==> src/source/video_pkg.sv <==
// Shrunk test geometry, one pixel per clk; widths below are fixed and shared by every block
`default_nettype none

package video_pkg;

    // Horizontal geometry in clocks, visible pixels at hdump 0 to 63
    localparam int H_TOTAL  = 80;
    localparam int H_ACTIVE = 64;
    localparam int HS_START = 68;
    localparam int HS_END   = 72;

    // Vertical geometry in lines
    localparam int V_TOTAL   = 40;
    localparam int V_ACTIVE  = 32;
    localparam int VS_START  = 34;
    localparam int VS_END    = 36;
    localparam int VINT_LINE = 32;

    // Timer position to rgb latency
    localparam int PIPE_DLY = 3;

    typedef enum logic [2:0] {
        REG_SCR1_HPOS = 3'd0,
        REG_SCR1_VPOS = 3'd1,
        REG_SCR2_HPOS = 3'd2,
        REG_SCR2_VPOS = 3'd3,
        REG_PAGES     = 3'd4
    } mmr_reg_e;

    // CPU write strobe bus, dsn active low per byte lane
    typedef struct packed {
        logic [2:0]  addr;
        logic [15:0] data;
        logic [1:0]  dsn;
    } cpu_bus_t;

    typedef struct packed {
        logic [8:0] hpos;
        logic [8:0] vpos;
        logic [1:0] page;
    } scroll_regs_t;

    typedef struct packed {
        logic [8:0] hdump;
        logic [8:0] vdump;
        logic       hb;
        logic       vb;
        logic       hs;
        logic       vs;
        logic       hstart;
    } video_timing_t;

    // Colour 0 is transparent on the front layer
    typedef struct packed {
        logic [3:0] color;
    } layer_pxl_t;

    typedef struct packed {
        logic [4:0] red;
        logic [4:0] green;
        logic [4:0] blue;
    } rgb_t;

endpackage

`default_nettype wire

==> src/source/video_timer.sv <==
// Free-running timer with no pixel enable; all outputs are registered and valid from reset
`default_nettype none
`timescale 1ns/1ps

module video_timer
    import video_pkg::*;
(
    input  logic          clk,
    input  logic          rst_n,
    output video_timing_t timing,
    output logic          vint
);

    logic [8:0] h_nxt;
    logic [8:0] v_nxt;

    // Next position, the line counter steps on the last clock of a line
    always_comb begin
        h_nxt = timing.hdump + 9'd1;
        v_nxt = timing.vdump;
        if (timing.hdump == 9'(H_TOTAL - 1)) begin
            h_nxt = '0;
            if (timing.vdump == 9'(V_TOTAL - 1)) begin
                v_nxt = '0;
            end else begin
                v_nxt = timing.vdump + 9'd1;
            end
        end
    end

    // Decode from the next position so flags line up with the counters
    always_ff @(posedge clk) begin
        if (!rst_n) begin
            timing        <= '0;
            timing.hstart <= 1'b1;
            vint          <= 1'b0;
        end else begin
            timing.hdump  <= h_nxt;
            timing.vdump  <= v_nxt;
            timing.hb     <= h_nxt >= 9'(H_ACTIVE);
            timing.vb     <= v_nxt >= 9'(V_ACTIVE);
            timing.hs     <= (h_nxt >= 9'(HS_START)) && (h_nxt < 9'(HS_END));
            timing.vs     <= (v_nxt >= 9'(VS_START)) && (v_nxt < 9'(VS_END));
            timing.hstart <= h_nxt == '0;
            // One clock at the start of the interrupt line
            vint          <= (h_nxt == '0) && (v_nxt == 9'(VINT_LINE));
        end
    end

    a_hdump_range: assert property (@(posedge clk) disable iff (!rst_n)
        timing.hdump < 9'(H_TOTAL))
        else $error("hdump out of range");

    a_vint_pulse: assert property (@(posedge clk) disable iff (!rst_n)
        vint |=> !vint)
        else $error("vint longer than one clock");

endmodule

`default_nettype wire

==> src/source/video_mmr.sv <==
// Write-only strobe port with byte lanes; st_dout shows only the low byte, unused indices read 0
`default_nettype none
`timescale 1ns/1ps

module video_mmr
    import video_pkg::*;
(
    input  logic         clk,
    input  logic         rst_n,
    input  logic         mmr_cs,
    input  cpu_bus_t     cpu_bus,
    output scroll_regs_t scr1,
    output scroll_regs_t scr2,
    input  logic [2:0]   st_addr,
    output logic [7:0]   st_dout
);

    logic [15:0] mmr [0:int'(REG_PAGES)];

    always_ff @(posedge clk) begin
        if (!rst_n) begin
            for (int i = 0; i <= int'(REG_PAGES); i++) begin
                mmr[i] <= '0;
            end
        end else if (mmr_cs && (cpu_bus.addr <= REG_PAGES)) begin
            if (!cpu_bus.dsn[0]) begin
                mmr[cpu_bus.addr][7:0] <= cpu_bus.data[7:0];
            end
            if (!cpu_bus.dsn[1]) begin
                mmr[cpu_bus.addr][15:8] <= cpu_bus.data[15:8];
            end
        end
    end

    // Layer 1 takes page bits 1:0, layer 2 bits 3:2
    always_comb begin
        scr1.hpos = mmr[REG_SCR1_HPOS][8:0];
        scr1.vpos = mmr[REG_SCR1_VPOS][8:0];
        scr1.page = mmr[REG_PAGES][1:0];
        scr2.hpos = mmr[REG_SCR2_HPOS][8:0];
        scr2.vpos = mmr[REG_SCR2_VPOS][8:0];
        scr2.page = mmr[REG_PAGES][3:2];
    end

    // Status readback
    always_comb begin
        case (mmr_reg_e'(st_addr))
            REG_SCR1_HPOS, REG_SCR1_VPOS, REG_SCR2_HPOS, REG_SCR2_VPOS, REG_PAGES:
                st_dout = mmr[st_addr][7:0];
            default:
                st_dout = '0;
        endcase
    end

    a_unused_write: assert property (@(posedge clk) disable iff (!rst_n)
        mmr_cs |-> (cpu_bus.addr <= REG_PAGES))
        else $error("write to unused register index %0d", cpu_bus.addr);

endmodule

`default_nettype wire

==> src/source/scroll_layer.sv <==
// Bitmap layer without tile map or flip; expects rom_data for rom_addr in the same clock
`default_nettype none
`timescale 1ns/1ps

module scroll_layer
    import video_pkg::*;
(
    input  logic          clk,
    input  logic          rst_n,
    input  video_timing_t timing,
    input  scroll_regs_t  regs,
    output logic [13:0]   rom_addr,
    input  logic [31:0]   rom_data,
    output layer_pxl_t    pxl
);

    // Scroll values held for the whole line
    scroll_regs_t line_regs;
    scroll_regs_t cur_regs;
    logic [8:0]   scr_x;
    logic [8:0]   scr_y;
    logic [2:0]   nib_sel;

    // On the line start clock the live registers apply at once,
    // so every pixel of a line sees the same scroll
    always_comb begin
        cur_regs = timing.hstart ? regs : line_regs;
        scr_x    = timing.hdump + cur_regs.hpos;
        scr_y    = timing.vdump + cur_regs.vpos;
    end

    always_ff @(posedge clk) begin
        if (!rst_n) begin
            line_regs <= '0;
        end else if (timing.hstart) begin
            line_regs <= regs;
        end
    end

    // First stage forms the word address of 8 pixels
    always_ff @(posedge clk) begin
        if (!rst_n) begin
            rom_addr <= '0;
            nib_sel  <= '0;
        end else begin
            rom_addr <= {4'd0, cur_regs.page, scr_y[4:0], scr_x[5:3]};
            nib_sel  <= scr_x[2:0];
        end
    end

    // Second stage picks one nibble with the leftmost pixel in bits 3:0
    always_ff @(posedge clk) begin
        if (!rst_n) begin
            pxl <= '0;
        end else begin
            pxl.color <= rom_data[{nib_sel, 2'b00} +: 4];
        end
    end

endmodule

`default_nettype wire

==> src/source/color_mixer.sv <==
// Two-layer priority only, 32-entry 5-5-5 palette; pal_dout lags cpu_pal_addr by one clock
`default_nettype none
`timescale 1ns/1ps

module color_mixer
    import video_pkg::*;
(
    input  logic          clk,
    input  logic          rst_n,
    input  logic          pal_cs,
    input  cpu_bus_t      cpu_bus,
    input  logic [4:0]    cpu_pal_addr,
    output logic [15:0]   pal_dout,
    input  video_timing_t timing,
    input  layer_pxl_t    back_pxl,
    input  layer_pxl_t    front_pxl,
    output rgb_t          rgb
);

    // Entries 0 to 15 back layer, 16 to 31 front layer
    logic [14:0] pal_ram [32];

    // Blanking delayed to the pixel stage
    logic [PIPE_DLY-2:0] blank_sr;
    logic [4:0]          pal_idx;

    always_ff @(posedge clk) begin
        if (pal_cs) begin
            if (!cpu_bus.dsn[0]) begin
                pal_ram[cpu_pal_addr][7:0] <= cpu_bus.data[7:0];
            end
            if (!cpu_bus.dsn[1]) begin
                pal_ram[cpu_pal_addr][14:8] <= cpu_bus.data[14:8];
            end
        end
    end

    // CPU readback, bit 15 is not stored
    always_ff @(posedge clk) begin
        if (!rst_n) begin
            pal_dout <= '0;
        end else begin
            pal_dout <= {1'b0, pal_ram[cpu_pal_addr]};
        end
    end

    always_ff @(posedge clk) begin
        if (!rst_n) begin
            blank_sr <= '0;
        end else begin
            blank_sr <= {blank_sr[PIPE_DLY-3:0], timing.hb | timing.vb};
        end
    end

    // Front wins unless transparent
    always_comb begin
        if (front_pxl.color != 4'd0) begin
            pal_idx = {1'b1, front_pxl.color};
        end else begin
            pal_idx = {1'b0, back_pxl.color};
        end
    end

    always_ff @(posedge clk) begin
        if (!rst_n || blank_sr[PIPE_DLY-2]) begin
            rgb <= '0;
        end else begin
            rgb <= rgb_t'(pal_ram[pal_idx]);
        end
    end

    a_blank_black: assert property (@(posedge clk) disable iff (!rst_n)
        (timing.hb || timing.vb) |-> ##PIPE_DLY (rgb == '0))
        else $error("rgb not black in blanking");

endmodule

`default_nettype wire

==> src/source/video_top.sv <==
// Graphics ROMs must answer combinationally; rgb trails hdump/vdump by PIPE_DLY clocks
`default_nettype none
`timescale 1ns/1ps

module video_top
    import video_pkg::*;
(
    input  logic        clk,
    input  logic        rst_n,

    // CPU side
    input  logic        mmr_cs,
    input  logic        pal_cs,
    input  cpu_bus_t    cpu_bus,
    input  logic [4:0]  cpu_pal_addr,
    input  logic [2:0]  st_addr,
    output logic [7:0]  st_dout,
    output logic [15:0] pal_dout,

    // Graphics ROMs, layer 1 is the back layer
    output logic [13:0] rom1_addr,
    input  logic [31:0] rom1_data,
    output logic [13:0] rom2_addr,
    input  logic [31:0] rom2_data,

    // Video out
    output logic [8:0]  hdump,
    output logic [8:0]  vdump,
    output logic        hblank,
    output logic        vblank,
    output logic        hs,
    output logic        vs,
    output logic        vint,
    output rgb_t        rgb
);

    video_timing_t timing;
    scroll_regs_t  scr1;
    scroll_regs_t  scr2;
    layer_pxl_t    back_pxl;
    layer_pxl_t    front_pxl;

    assign hdump  = timing.hdump;
    assign vdump  = timing.vdump;
    assign hblank = timing.hb;
    assign vblank = timing.vb;
    assign hs     = timing.hs;
    assign vs     = timing.vs;

    video_timer u_timer (
        .clk    ( clk    ),
        .rst_n  ( rst_n  ),
        .timing ( timing ),
        .vint   ( vint   )
    );

    video_mmr u_mmr (
        .clk     ( clk     ),
        .rst_n   ( rst_n   ),
        .mmr_cs  ( mmr_cs  ),
        .cpu_bus ( cpu_bus ),
        .scr1    ( scr1    ),
        .scr2    ( scr2    ),
        .st_addr ( st_addr ),
        .st_dout ( st_dout )
    );

    scroll_layer u_scr_back (
        .clk      ( clk       ),
        .rst_n    ( rst_n     ),
        .timing   ( timing    ),
        .regs     ( scr1      ),
        .rom_addr ( rom1_addr ),
        .rom_data ( rom1_data ),
        .pxl      ( back_pxl  )
    );

    scroll_layer u_scr_front (
        .clk      ( clk       ),
        .rst_n    ( rst_n     ),
        .timing   ( timing    ),
        .regs     ( scr2      ),
        .rom_addr ( rom2_addr ),
        .rom_data ( rom2_data ),
        .pxl      ( front_pxl )
    );

    color_mixer u_colmix (
        .clk          ( clk          ),
        .rst_n        ( rst_n        ),
        .pal_cs       ( pal_cs       ),
        .cpu_bus      ( cpu_bus      ),
        .cpu_pal_addr ( cpu_pal_addr ),
        .pal_dout     ( pal_dout     ),
        .timing       ( timing       ),
        .back_pxl     ( back_pxl     ),
        .front_pxl    ( front_pxl    ),
        .rgb          ( rgb          )
    );

endmodule

`default_nettype wire

==> config.mk <==
export PLATFORM = sky130hd
export DESIGN_NAME = video_top
export DESIGN_NICKNAME = d
export VERILOG_FILES = /design/src/source/video_pkg.sv /design/src/source/video_timer.sv /design/src/source/video_mmr.sv /design/src/source/scroll_layer.sv /design/src/source/color_mixer.sv /design/src/source/video_top.sv
export SDC_FILE = /design/constraint.sdc
export NUM_CORES = 1
export LEC_CHECK = 0
export BUFFER_PORTS_ARGS = -buffer_cell sky130_fd_sc_hd__clkbuf_2
export CORE_MARGIN = 2
export CORE_UTILIZATION = 40
export CTS_CLUSTER_DIAMETER = 30
export DETAILED_ROUTE_END_ITERATION = 6
export GPL_ROUTABILITY_DRIVEN = 0
export PLACE_DENSITY_LB_ADDON = 0.08
export SKIP_CTS_REPAIR_TIMING = 1
export SLEW_MARGIN = 5
export SYNTH_ARGS = -nofsm -noshare
export SYNTH_HDL_FRONTEND = slang
export SYNTH_SLANG_ARGS = --single-unit
export TNS_END_PERCENT = 50
==> constraint.sdc <==
create_clock -name clk -period 7.05 [get_ports clk]
set_input_delay 0.705 -clock clk [delete_from_list [all_inputs] [get_ports clk]]
set_output_delay 0.705 -clock clk [all_outputs]
set_load 0.01 [all_outputs]
* After elaboration in Yosys (flattened, before gate mapping)
Memories as Yosys holds them, arrays and structs flattened. A register that Yosys moved wholly into a read port is not among the register bits. Index checks and enable logic that the tools add are counted.
Operators by class: $add $sub $neg 6, magnitude comparators 7, eq/ne operators 7, shift operators 2, mux-type cells 23, bitwise gates (word level) 1, reductions and logical operators 12
Operators by type and width (number):
- 32-bit by 6-bit variable part select with 4-bit output | 2
- 20-bit 2-to-1 mux | 2
- 9-bit 2-to-1 mux | 3
- 9-bit by 1-bit adder with 9-bit output, second input constant | 2
- 9-bit by 6-bit equality test with 1-bit output, second input constant | 2
- 9-bit by 6-bit greater-or-equal comparator with 1-bit output, second input constant | 2
- 9-bit by 7-bit greater-or-equal comparator with 1-bit output, second input constant | 2
- 16-bit 2-to-1 mux | 1
- 16-bit OR reduction | 1
- 1-bit 2-to-1 mux | 13
- 6-bit adder | 2
- 5-bit adder | 2
- 9-bit by 7-bit equality test with 1-bit output, second input constant | 1
- 9-bit logical NOT | 1
- 9-bit by 6-bit < comparator with 1-bit output, second input constant | 1
- 9-bit by 7-bit < comparator with 1-bit output, second input constant | 1
- 8-bit 2-to-1 mux | 1
- 3-bit by 2-bit equality test with 1-bit output, second input constant | 2
- 5-bit 2-to-1 mux | 1
- 5-bit OR reduction | 1
- 1-bit logical AND | 4
- 4-bit nonzero test | 1
- 3-bit by 1-bit equality test with 1-bit output, second input constant | 1
- 3-bit equality test, second input constant | 1
- other kinds (7) | 8
Storage, ports and cells: flip-flop bits (word level) 109, memory bits (writable) 560, input port bits 97, output and inout port bits 90, logic and storage cells 84, memories kept 2
Memories:
- u_colmix.pal_ram | words 32, bits a word 15, rd ports 2, clocked after Yosys merged registers in 2, wr ports 1, line color_mixer.sv:21 | logic [14:0] pal_ram [32];
- u_mmr.mmr | words 5, bits a word 16, rd ports 6, clocked after Yosys merged registers in 0, wr ports 5, line video_mmr.sv:18 | logic [15:0] mmr [0:int'(REG_PAGES)];

* Logic depth before layout (Yosys ltp)
Gate-level depths: netlist of the first run.
word-level depth 7, depth in mapped cells 11, mapped depth without buffers 9

* Cells and area by module
A second synthesis of the first run with hierarchy kept.
Second synthesis, totals: cells, all modules 2138, area, all modules 30186.5 um^2
Modules (own cells, without submodules):
- color_mixer | instances 1, cells each 1570, area an instance 23955.5 um^2, seq. area each 15054.4 um^2
- scroll_layer | instances 2, cells each 132, area an instance 1460.2 um^2, seq. area each 560.5 um^2
- video_mmr | instances 1, cells each 154, area an instance 2077.0 um^2, seq. area each 1321.3 um^2
- video_timer | instances 1, cells each 150, area an instance 1233.7 um^2, seq. area each 480.5 um^2

* Worst setup path before layout of the first run
OpenSTA, ideal clock, no wires.
kind input -> register, from input port cpu_pal_addr[0], to memory u_colmix.pal_ram[13][0], enable pin, library setup time 0.370 ns, data arrival time 2.692 ns, data required time 6.680 ns, slack 3.988 ns, cell stages on the path 7, path buffers 4, cells stage by stage clkbuf_1 -> buf_2 -> buf_2 -> clkbuf_1 -> nor2b_1 -> nand2_1 -> nor2_1
RTL lines:
- from (decl) | line video_top.sv:15 | input logic [4:0] cpu_pal_addr,
- to (decl) | line color_mixer.sv:21
No word-level cell before the write port.

* Final worst setup path of the first run
from register u_scr_front.pxl[1] (netlist name), to register, netlist name u_colmix.rgb[8]
Between the ends: word-level cells in the longest chain between the ends 2
Ends and longest elaborated chain:
- from (decl) | line scroll_layer.sv:14 | output layer_pxl_t pxl
- 4-bit nonzero test | line color_mixer.sv:57 | if (front_pxl.color != 4'd0) begin
- 5-bit 2-to-1 mux * | line color_mixer.sv:57
Every way passes the cells marked *; elsewhere a longest branch is shown, timed or not. A chain may end at the register's enable or synchronous reset.

==> results of run 1 <==
## worst max path at each step
stage,depth (start not counted),slack (ns),end
after global placement,9,3.26,u_colmix.rgb[10]$_SDFF_PP0_
final,9,3.21,u_colmix.rgb[8]$_SDFF_PP0_
after CTS,9,3.28,u_colmix.rgb[13]$_SDFF_PP0_
after global routing,8,3.08,u_colmix.rgb[2]$_SDFF_PP0_
after floorplan,7,3.99,u_colmix.pal_ram[13][0]$_DFFE_PP_
after detailed placement,6,3.23,u_colmix.pal_dout[8]$_SDFF_PN0_
## cells in the mapped netlist, types with 8 or more instances
cell	instances	share of area, %
a211oi_1	32	0.82
a22oi_1	30	0.77
nor2_1	132	1.7
a311o_1	15	0.51
ha_1	21	0.89
a2111oi_1	9	0.31
o22ai_1	16	0.34
o22a_1	15	0.45
inv_1	27	0.35
xor2_1	17	0.51
nor3b_1	20	0.51
o21ai_0	15	0.26
a21o_1	8	0.20
nand2_1	271	3.5
nand2b_1	8	0.17
mux2i_1	52	1.8
a32oi_1	31	0.92
mux2_2	39	1.5
edfxtp_1	520	53
xnor2_1	9	0.27
clkbuf_1	112	1.4
buf_2	19	0.32
a21oi_1	36	0.61
buf_1	12	0.15
nor3_1	9	0.15
a31oi_1	76	1.6
nand3_1	55	0.94
dfxtp_1	112	7.6
a221oi_1	15	0.45
a22o_1	15	0.45
mux4_2	144	11
mux2_1	35	1.3
and2_1	82	1.7
buf_4	35	0.89
## through the flow
step                      worst slack [ns]  std cells
after floorplan                       3.99       2128
after global placement                3.26       3110
after detailed placement              3.23       3110
after CTS                             3.28       3379
after global routing                  3.08       3379
final                                 3.21       3380
## state kept, by name, summed over array words and instances (netlist names)
register / cells
u_scr_back.nib_sel: 3
u_colmix.rgb: 15
u_scr_front.line_regs: 11
u_scr_front.rom_addr: 10
u_colmix.pal_ram: 480
u_scr_back.pxl: 4
u_mmr.mmr: 40
u_scr_front.pxl: 4
u_scr_back.rom_addr: 10
u_colmix.pal_dout: 15
u_timer.timing: 23
u_scr_back.line_regs: 11
u_timer.vint: 1
u_colmix.blank_sr: 2
u_scr_front.nib_sel: 3
## routing by layer
metal	vias to the layer above	GRT usage (%)	routed length, µm	share of wire, %
met5	-	0	32	0.035
met4	4	7.61	1890	2.1
met3	167	6.16	7180	7.8
met2	850	37.2	42400	46
met1	10094	33.8	40400	44
li1	8608	-	-	-
## power groups by stage
stage          Sequential (mW)  Clock, mW  Combinational (mW)
5_1_grt                   4.26       6.86                1.57
3_3_place_gp              4.31          0                1.46
2_1_floorplan             4.28          0               0.884
6_report                  4.25       6.58                1.48
3_5_place_dp              4.31          0                1.46
4_1_cts                   4.25       6.66                1.47
## area by class of cell
type / count / area (µm²) / area share (%)
repair buffers: 207 / 1130 / 3.15
well taps: 959 / 1200 / 3.35
flip-flops and latches: 632 / 17900 / 49.9
diodes: 1 / 2.50 / 0.00699
clock inverters: 99 / 1010 / 2.84
clock buffers: 170 / 3830 / 10.7
multi-input cells: 1285 / 10600 / 29.7
inverters: 27 / 101 / 0.283
## logic make-up (layout without fill, tap and decap cells)
logic type / Yosys count / after routing / synth area share [%]
compound gates: 333 / 333 / 8.29
xor+xnor: 26 / 26 / 0.775
fa+ha+maj: 25 / 25 / 1.17
buf+inv: 211 / 503 / 3.38
flops: 632 / 632 / 60.8
mux: 270 / 270 / 15.7
other cells: 1 / 10 / 0.0128
simple gates: 622 / 622 / 9.91
## worst max-delay path, stage by stage (launching register included)
cell	delay [ns]
dfxtp_1	0.30
buf_4	0.39
nor4b_1	0.11
buf_4	0.17
nor2_4	0.95
buf_4	0.70
nand2_1	0.12
a32oi_1	0.22
a31oi_1	0.13
a2111oi_1	0.52
==> results by group, run 1 <==
Worst setup path
  • Reg2Reg Setup Slack: about 3.2 ns
  • WP data required: roughly 7.6 ns
  • Critical path origin: u_scr_front.pxl[1]$_SDFF_PN0_
  • CP arrival: between 4 and 5 ns
  • Worst-path fanout max: 50
  • Crit end category: register
  • Critical Path Source Type: register
  • Critical R2R Launch: u_scr_front.pxl[1]$_SDFF_PN0_
  • WS Path Type: reg -> reg
  • Worst R2R Path Depth: 9
  • R2R Path End: u_colmix.rgb[8]$_SDFF_PP0_

Hold path
  • Worst hold path type: reg -> reg
  • Hold path start: u_colmix.blank_sr[0]$_SDFF_PN0_
  • WHS Path Cells: 1
  • Hold endpoint: u_colmix.blank_sr[1]$_SDFF_PN0_

Yosys
  • Post-synth EDFFs: 520
  • Syn_area_per_cell: about 14 µm²
  • Mapped Area: ~29000 µm²
  • Post-synthesis sequential area ratio: about three fifths
  • Syn. warnings: 0
  • Main flop type after synthesis: edfxtp_1
  • Synth cell types: 63
  • Seq cells post-synth: 632
  • Async set-or-reset flop fraction in the synthesized netlist: 0%
  • Post-synthesis instance total: around 2100

Timing
  • Final clock skew: 0.0244 ns
  • Final worst path period need: ~3.8 ns
  • Fin Hold WS: around 0.44 ns
  • Unrepaired setup endpoints after global routing: false
  • Final hold viol count: 0
  • Final-report max-slew violation count: 0
  • Setup TNS: 0 ns
  • Max-slew headroom: 8.70%
  • Final worst path period share: 54.4%
  • Worst Max-Slew Pin Slew: 1.37 ns
  • Fmax achieved: 0.261 GHz
  • # setup viols final: 0

Global route
  • Initial antenna violation count: 4
  • First-pass GRT wire length: ~130000 µm
  • All-Layer GR Usage: about a quarter
  • GRT overflow: 0
  • Largest net degree at the start of global routing: between 60 and 70
  • Vias in the first global route: roughly 20000

Finish
  • Post-route design area: 35800 µm²
  • Area delta synth->final: 21.8%
  • Fin util: between 40% and 50%
  • Fillers: between 6000 and 7000
  • Commonest non-fill, non-tap cell in the layout: edfxtp_1
  • Layout Nets: ~2400
  • Fraction of layout cells with a size suffix above 1: ~27%
  • Most frequent cells in the layout: edfxtp_1 (520), nand2_1 (271), clkbuf_2 (174), clkbuf_16 (146), mux4_2 (144)

Floorplanning
  • # IOs: 187
  • Core ar.: between 70000 and 80000 µm²
  • Die Area: 75600 µm²
  • DIE HEIGHT: roughly 270 µm
  • Num rows: 99
  • Starting Density: approximately two fifths
  • Die W: 275 µm

Power
  • Seq pwr share: between 30% and 40%
  • Switch Pwr: about 3.2 mW
  • Sw frac: between 20% and 30%
  • Logic gate share of total power: a little under an eighth
  • P per Cell Area: about 340 nW/µm²
  • Peak supply drop: 0.208 mV
  • P_int: roughly 9 mW
  • Lkg Pwr: 12.6 nW
  • Total Power: around 12 mW
  • Clock power share: a little over half

Flow run
  • Max Cap Violations: 0

Clocking
  • Clock tree buffer depth: 3
  • Worst-Skew Late Latency: 0.71 ns
  • CTS buffer count: approximately 150
  • CTS root buf: clkbuf_16
  • # H-tree levels: 4
  • Clock Sinks: about 630
  • Reg clk slew, reported paths: 0.04 ns
  • CTS tree: yes

Drt
  • Via-to-Cell Ratio: 5.84
  • Starting DRT DRC Count: ~1700
  • Final Routed Wirelength: a little over 90000 µm
  • DR vias: 19723
  • DR pass1 iterations: 7
  • Drc violations: 0
  • Antenna Nets Post-Route: 0
  • WL/cell: about 27 µm

Placement
  • Hpwl dp: about 58000 µm
  • PortBufs: roughly 180
  • Placed Area: 30900 µm²

Status
  • Status: finished, final reports clean
(Power assumes the default switching activity.)
==> run 2: changes to the inputs <==
clock period = 3.6 ns   (was 7.05 ns; I/O delays follow)
==> run 2 against run 1 <==
Critical path depth fell by 1; combinational power rose by 110%; wire length rose by 0.73%; register-to-register slack got worse by 2.7 ns; final area rose by 2.1%; core utilization rose by 1.0 points; first-iteration DRC count rose by 17%; power rose by 95%; critical path type unchanged; largest power group unchanged.
==> results by group, run 2 (same netlist as run 1, synthesis figures left out) <==
Global route
  • All-Layer GR Usage: about 25%
  • Vias in the first global route: slightly above 20000
  • GRT overflow: 0
  • First-pass GRT wire length: approximately 130000 µm
  • Initial antenna violation count: 3
  • Largest net degree at the start of global routing: between 90 and 100

Power
  • Peak supply drop: approximately 0.43 mV
  • Lkg Pwr: 13.0 nW
  • Total Power: 24.0 mW
  • P per Cell Area: about 660 nW/µm²

Finish
  • Top flop regs: u_colmix.pal_ram: 480 flops, u_mmr.mmr: 40 flops, u_timer.timing: 23 flops
  • Area occupied by multi-input gates: between 10000 and 15000 µm²
  • Area delta synth->final: 24.3%
  • Fraction of layout cells with a size suffix above 1: between 20% and 30%
  • Commonest non-fill, non-tap cell in the layout: edfxtp_1
  • Layout Nets: ~2500
  • Most flops, register: u_colmix.pal_ram
  • Largest register FFs: 480
  • Sequential Area: approximately 18000 µm²
  • Most frequent cells in the layout: edfxtp_1 (520), nand2_1 (271), clkbuf_2 (174), mux4_2 (144), clkbuf_16 (140)
  • Fillers: ~6300

Clocking
  • Worst-Skew Late Latency: around 0.72 ns
  • CTS tree: yes
  • Clock tree buffer depth: 3
  • # H-tree levels: 4
  • CTS root buf: clkbuf_16
  • CTS buffer count: 140
  • Reg clk slew, reported paths: 0.04 ns
  • Clock Sinks: between 600 and 700

Drt
  • Met3 WL: about 7100 µm
  • Drc violations: 0
  • DR pass1 iterations: 5
  • Metal2 WL: roughly 43000 µm
  • WL/cell: ~27 µm
  • Antenna Nets Post-Route: 0
  • Final Routed Wirelength: ~90000 µm
  • Via-to-Cell Ratio: a little under 6
  • Met1 wire length: approximately 40000 µm
  • Top sig layer: met4
  • Starting DRT DRC Count: ~2000
  • DR vias: between 20000 and 25000

Timing
  • Fmax achieved: 0.328 GHz
  • Final worst path period need: between 3 and 4 ns
  • Final clock skew: ~0.023 ns
  • Final hold viol count: 0
  • Final worst path period share: a little over four fifths
  • Unrepaired setup endpoints after global routing: false
  • Worst Max-Slew Pin Slew: 0.965 ns
  • # setup viols final: 0
  • Max-slew headroom: 35.6%
  • Setup TNS: 0 ns
  • Final-report max-slew violation count: 0
  • Fin Hold WS: 0.146 ns

Placement
  • Hpwl dp: ~60000 µm
  • PortBufs: 176

Worst setup path
  • Critical Path Source Type: register
  • Worst-path cell chain: buf_4 -> nor4b_1 -> nor2_1 -> nor2_2 -> buf_4 -> a31oi_1 -> a21oi_1 -> a2111oi_1
  • Worst-path fanout max: 25
  • CP arrival: between 3 and 4 ns
  • Crit end category: register
  • Critical R2R Launch: u_scr_front.pxl[1]$_SDFF_PN0_
  • Crit-path max cell delay: around 0.60 ns
  • WP data required: 4.16 ns
  • Critical path origin: u_scr_front.pxl[1]$_SDFF_PN0_
  • Slowest cell on crit path: nor2_2
  • WS Path Type: reg -> reg
  • Cell repeated most along the worst path: buf_4

Hold path
  • Worst hold path type: in -> reg
  • Hold path start: rom2_data[0]

Status
  • Status: finished, final reports clean

Floorplanning
  • Num rows: between 90 and 100
  • # IOs: around 190
  • Core ar.: 72800 µm²
  • DIE HEIGHT: between 200 and 300 µm
  • Die Area: 75600 µm²
  • Starting Density: about two fifths
  • Die W: 275 µm

Flow run
  • Max Cap Violations: 0
## run 2: routing by layer
| layer | vias up | track usage (%) |
|---|---|---|
| met4 | 0 | 7.61 |
| met1 | 10334 | 34.3 |
| met5 | - | 0 |
| li1 | 8754 | - |
| met3 | 137 | 5.48 |
| met2 | 863 | 38.3 |
## run 2: worst paths after layout
kind	to	slack, ns	cells past startpoint
hold reg to reg	u_colmix.blank_sr[1]$_SDFF_PN0_	0.45	1
setup / recovery	u_colmix.rgb[7]$_SDFF_PP0_	0.55	8
setup reg to reg	u_colmix.rgb[7]$_SDFF_PP0_	0.55	8
hold / removal	u_scr_front.pxl[0]$_SDFF_PN0_	0.15	4
## run 2: cell type report
type | count | area share, %
clock buffer | 184 | 10.5
clock inverter | 72 | 2.57
inverter | 27 | 0.278
tap | 959 | 3.29
timing repair buffer | 298 | 5.41
multi-input combinational | 1285 | 29.1
antenna | 1 | 0.00685
sequential | 632 | 48.9
## run 2: critical path, delay by kind of cell, from the launching register on
kind | cells | cell delay, ns
buffers and inverters | 2 | 0.73
and+or+nand+nor | 3 | 1.01
AOI/OAI and AO/OA | 3 | 0.77
DFF | 1 | 0.36
## run 2: per-stage QoR
stage          area, µm²  utilization, %  setup slack (ns)  cells
2_1_floorplan      29400               -             0.883   2128
3_3_place_gp       31800            43.6             0.596   3201
3_5_place_dp       31800            43.6             0.622   3201
4_1_cts            36500            50.1             0.608   3457
5_1_grt            36500            50.1             0.344   3457
6_report           36500            50.1             0.554   3458
## run 2: where the power goes
part	internal, mW	switching [mW]
combinational	1.12	1.94
sequential	8.15	0.141
clock	8.49	4.16
total	17.8	6.24
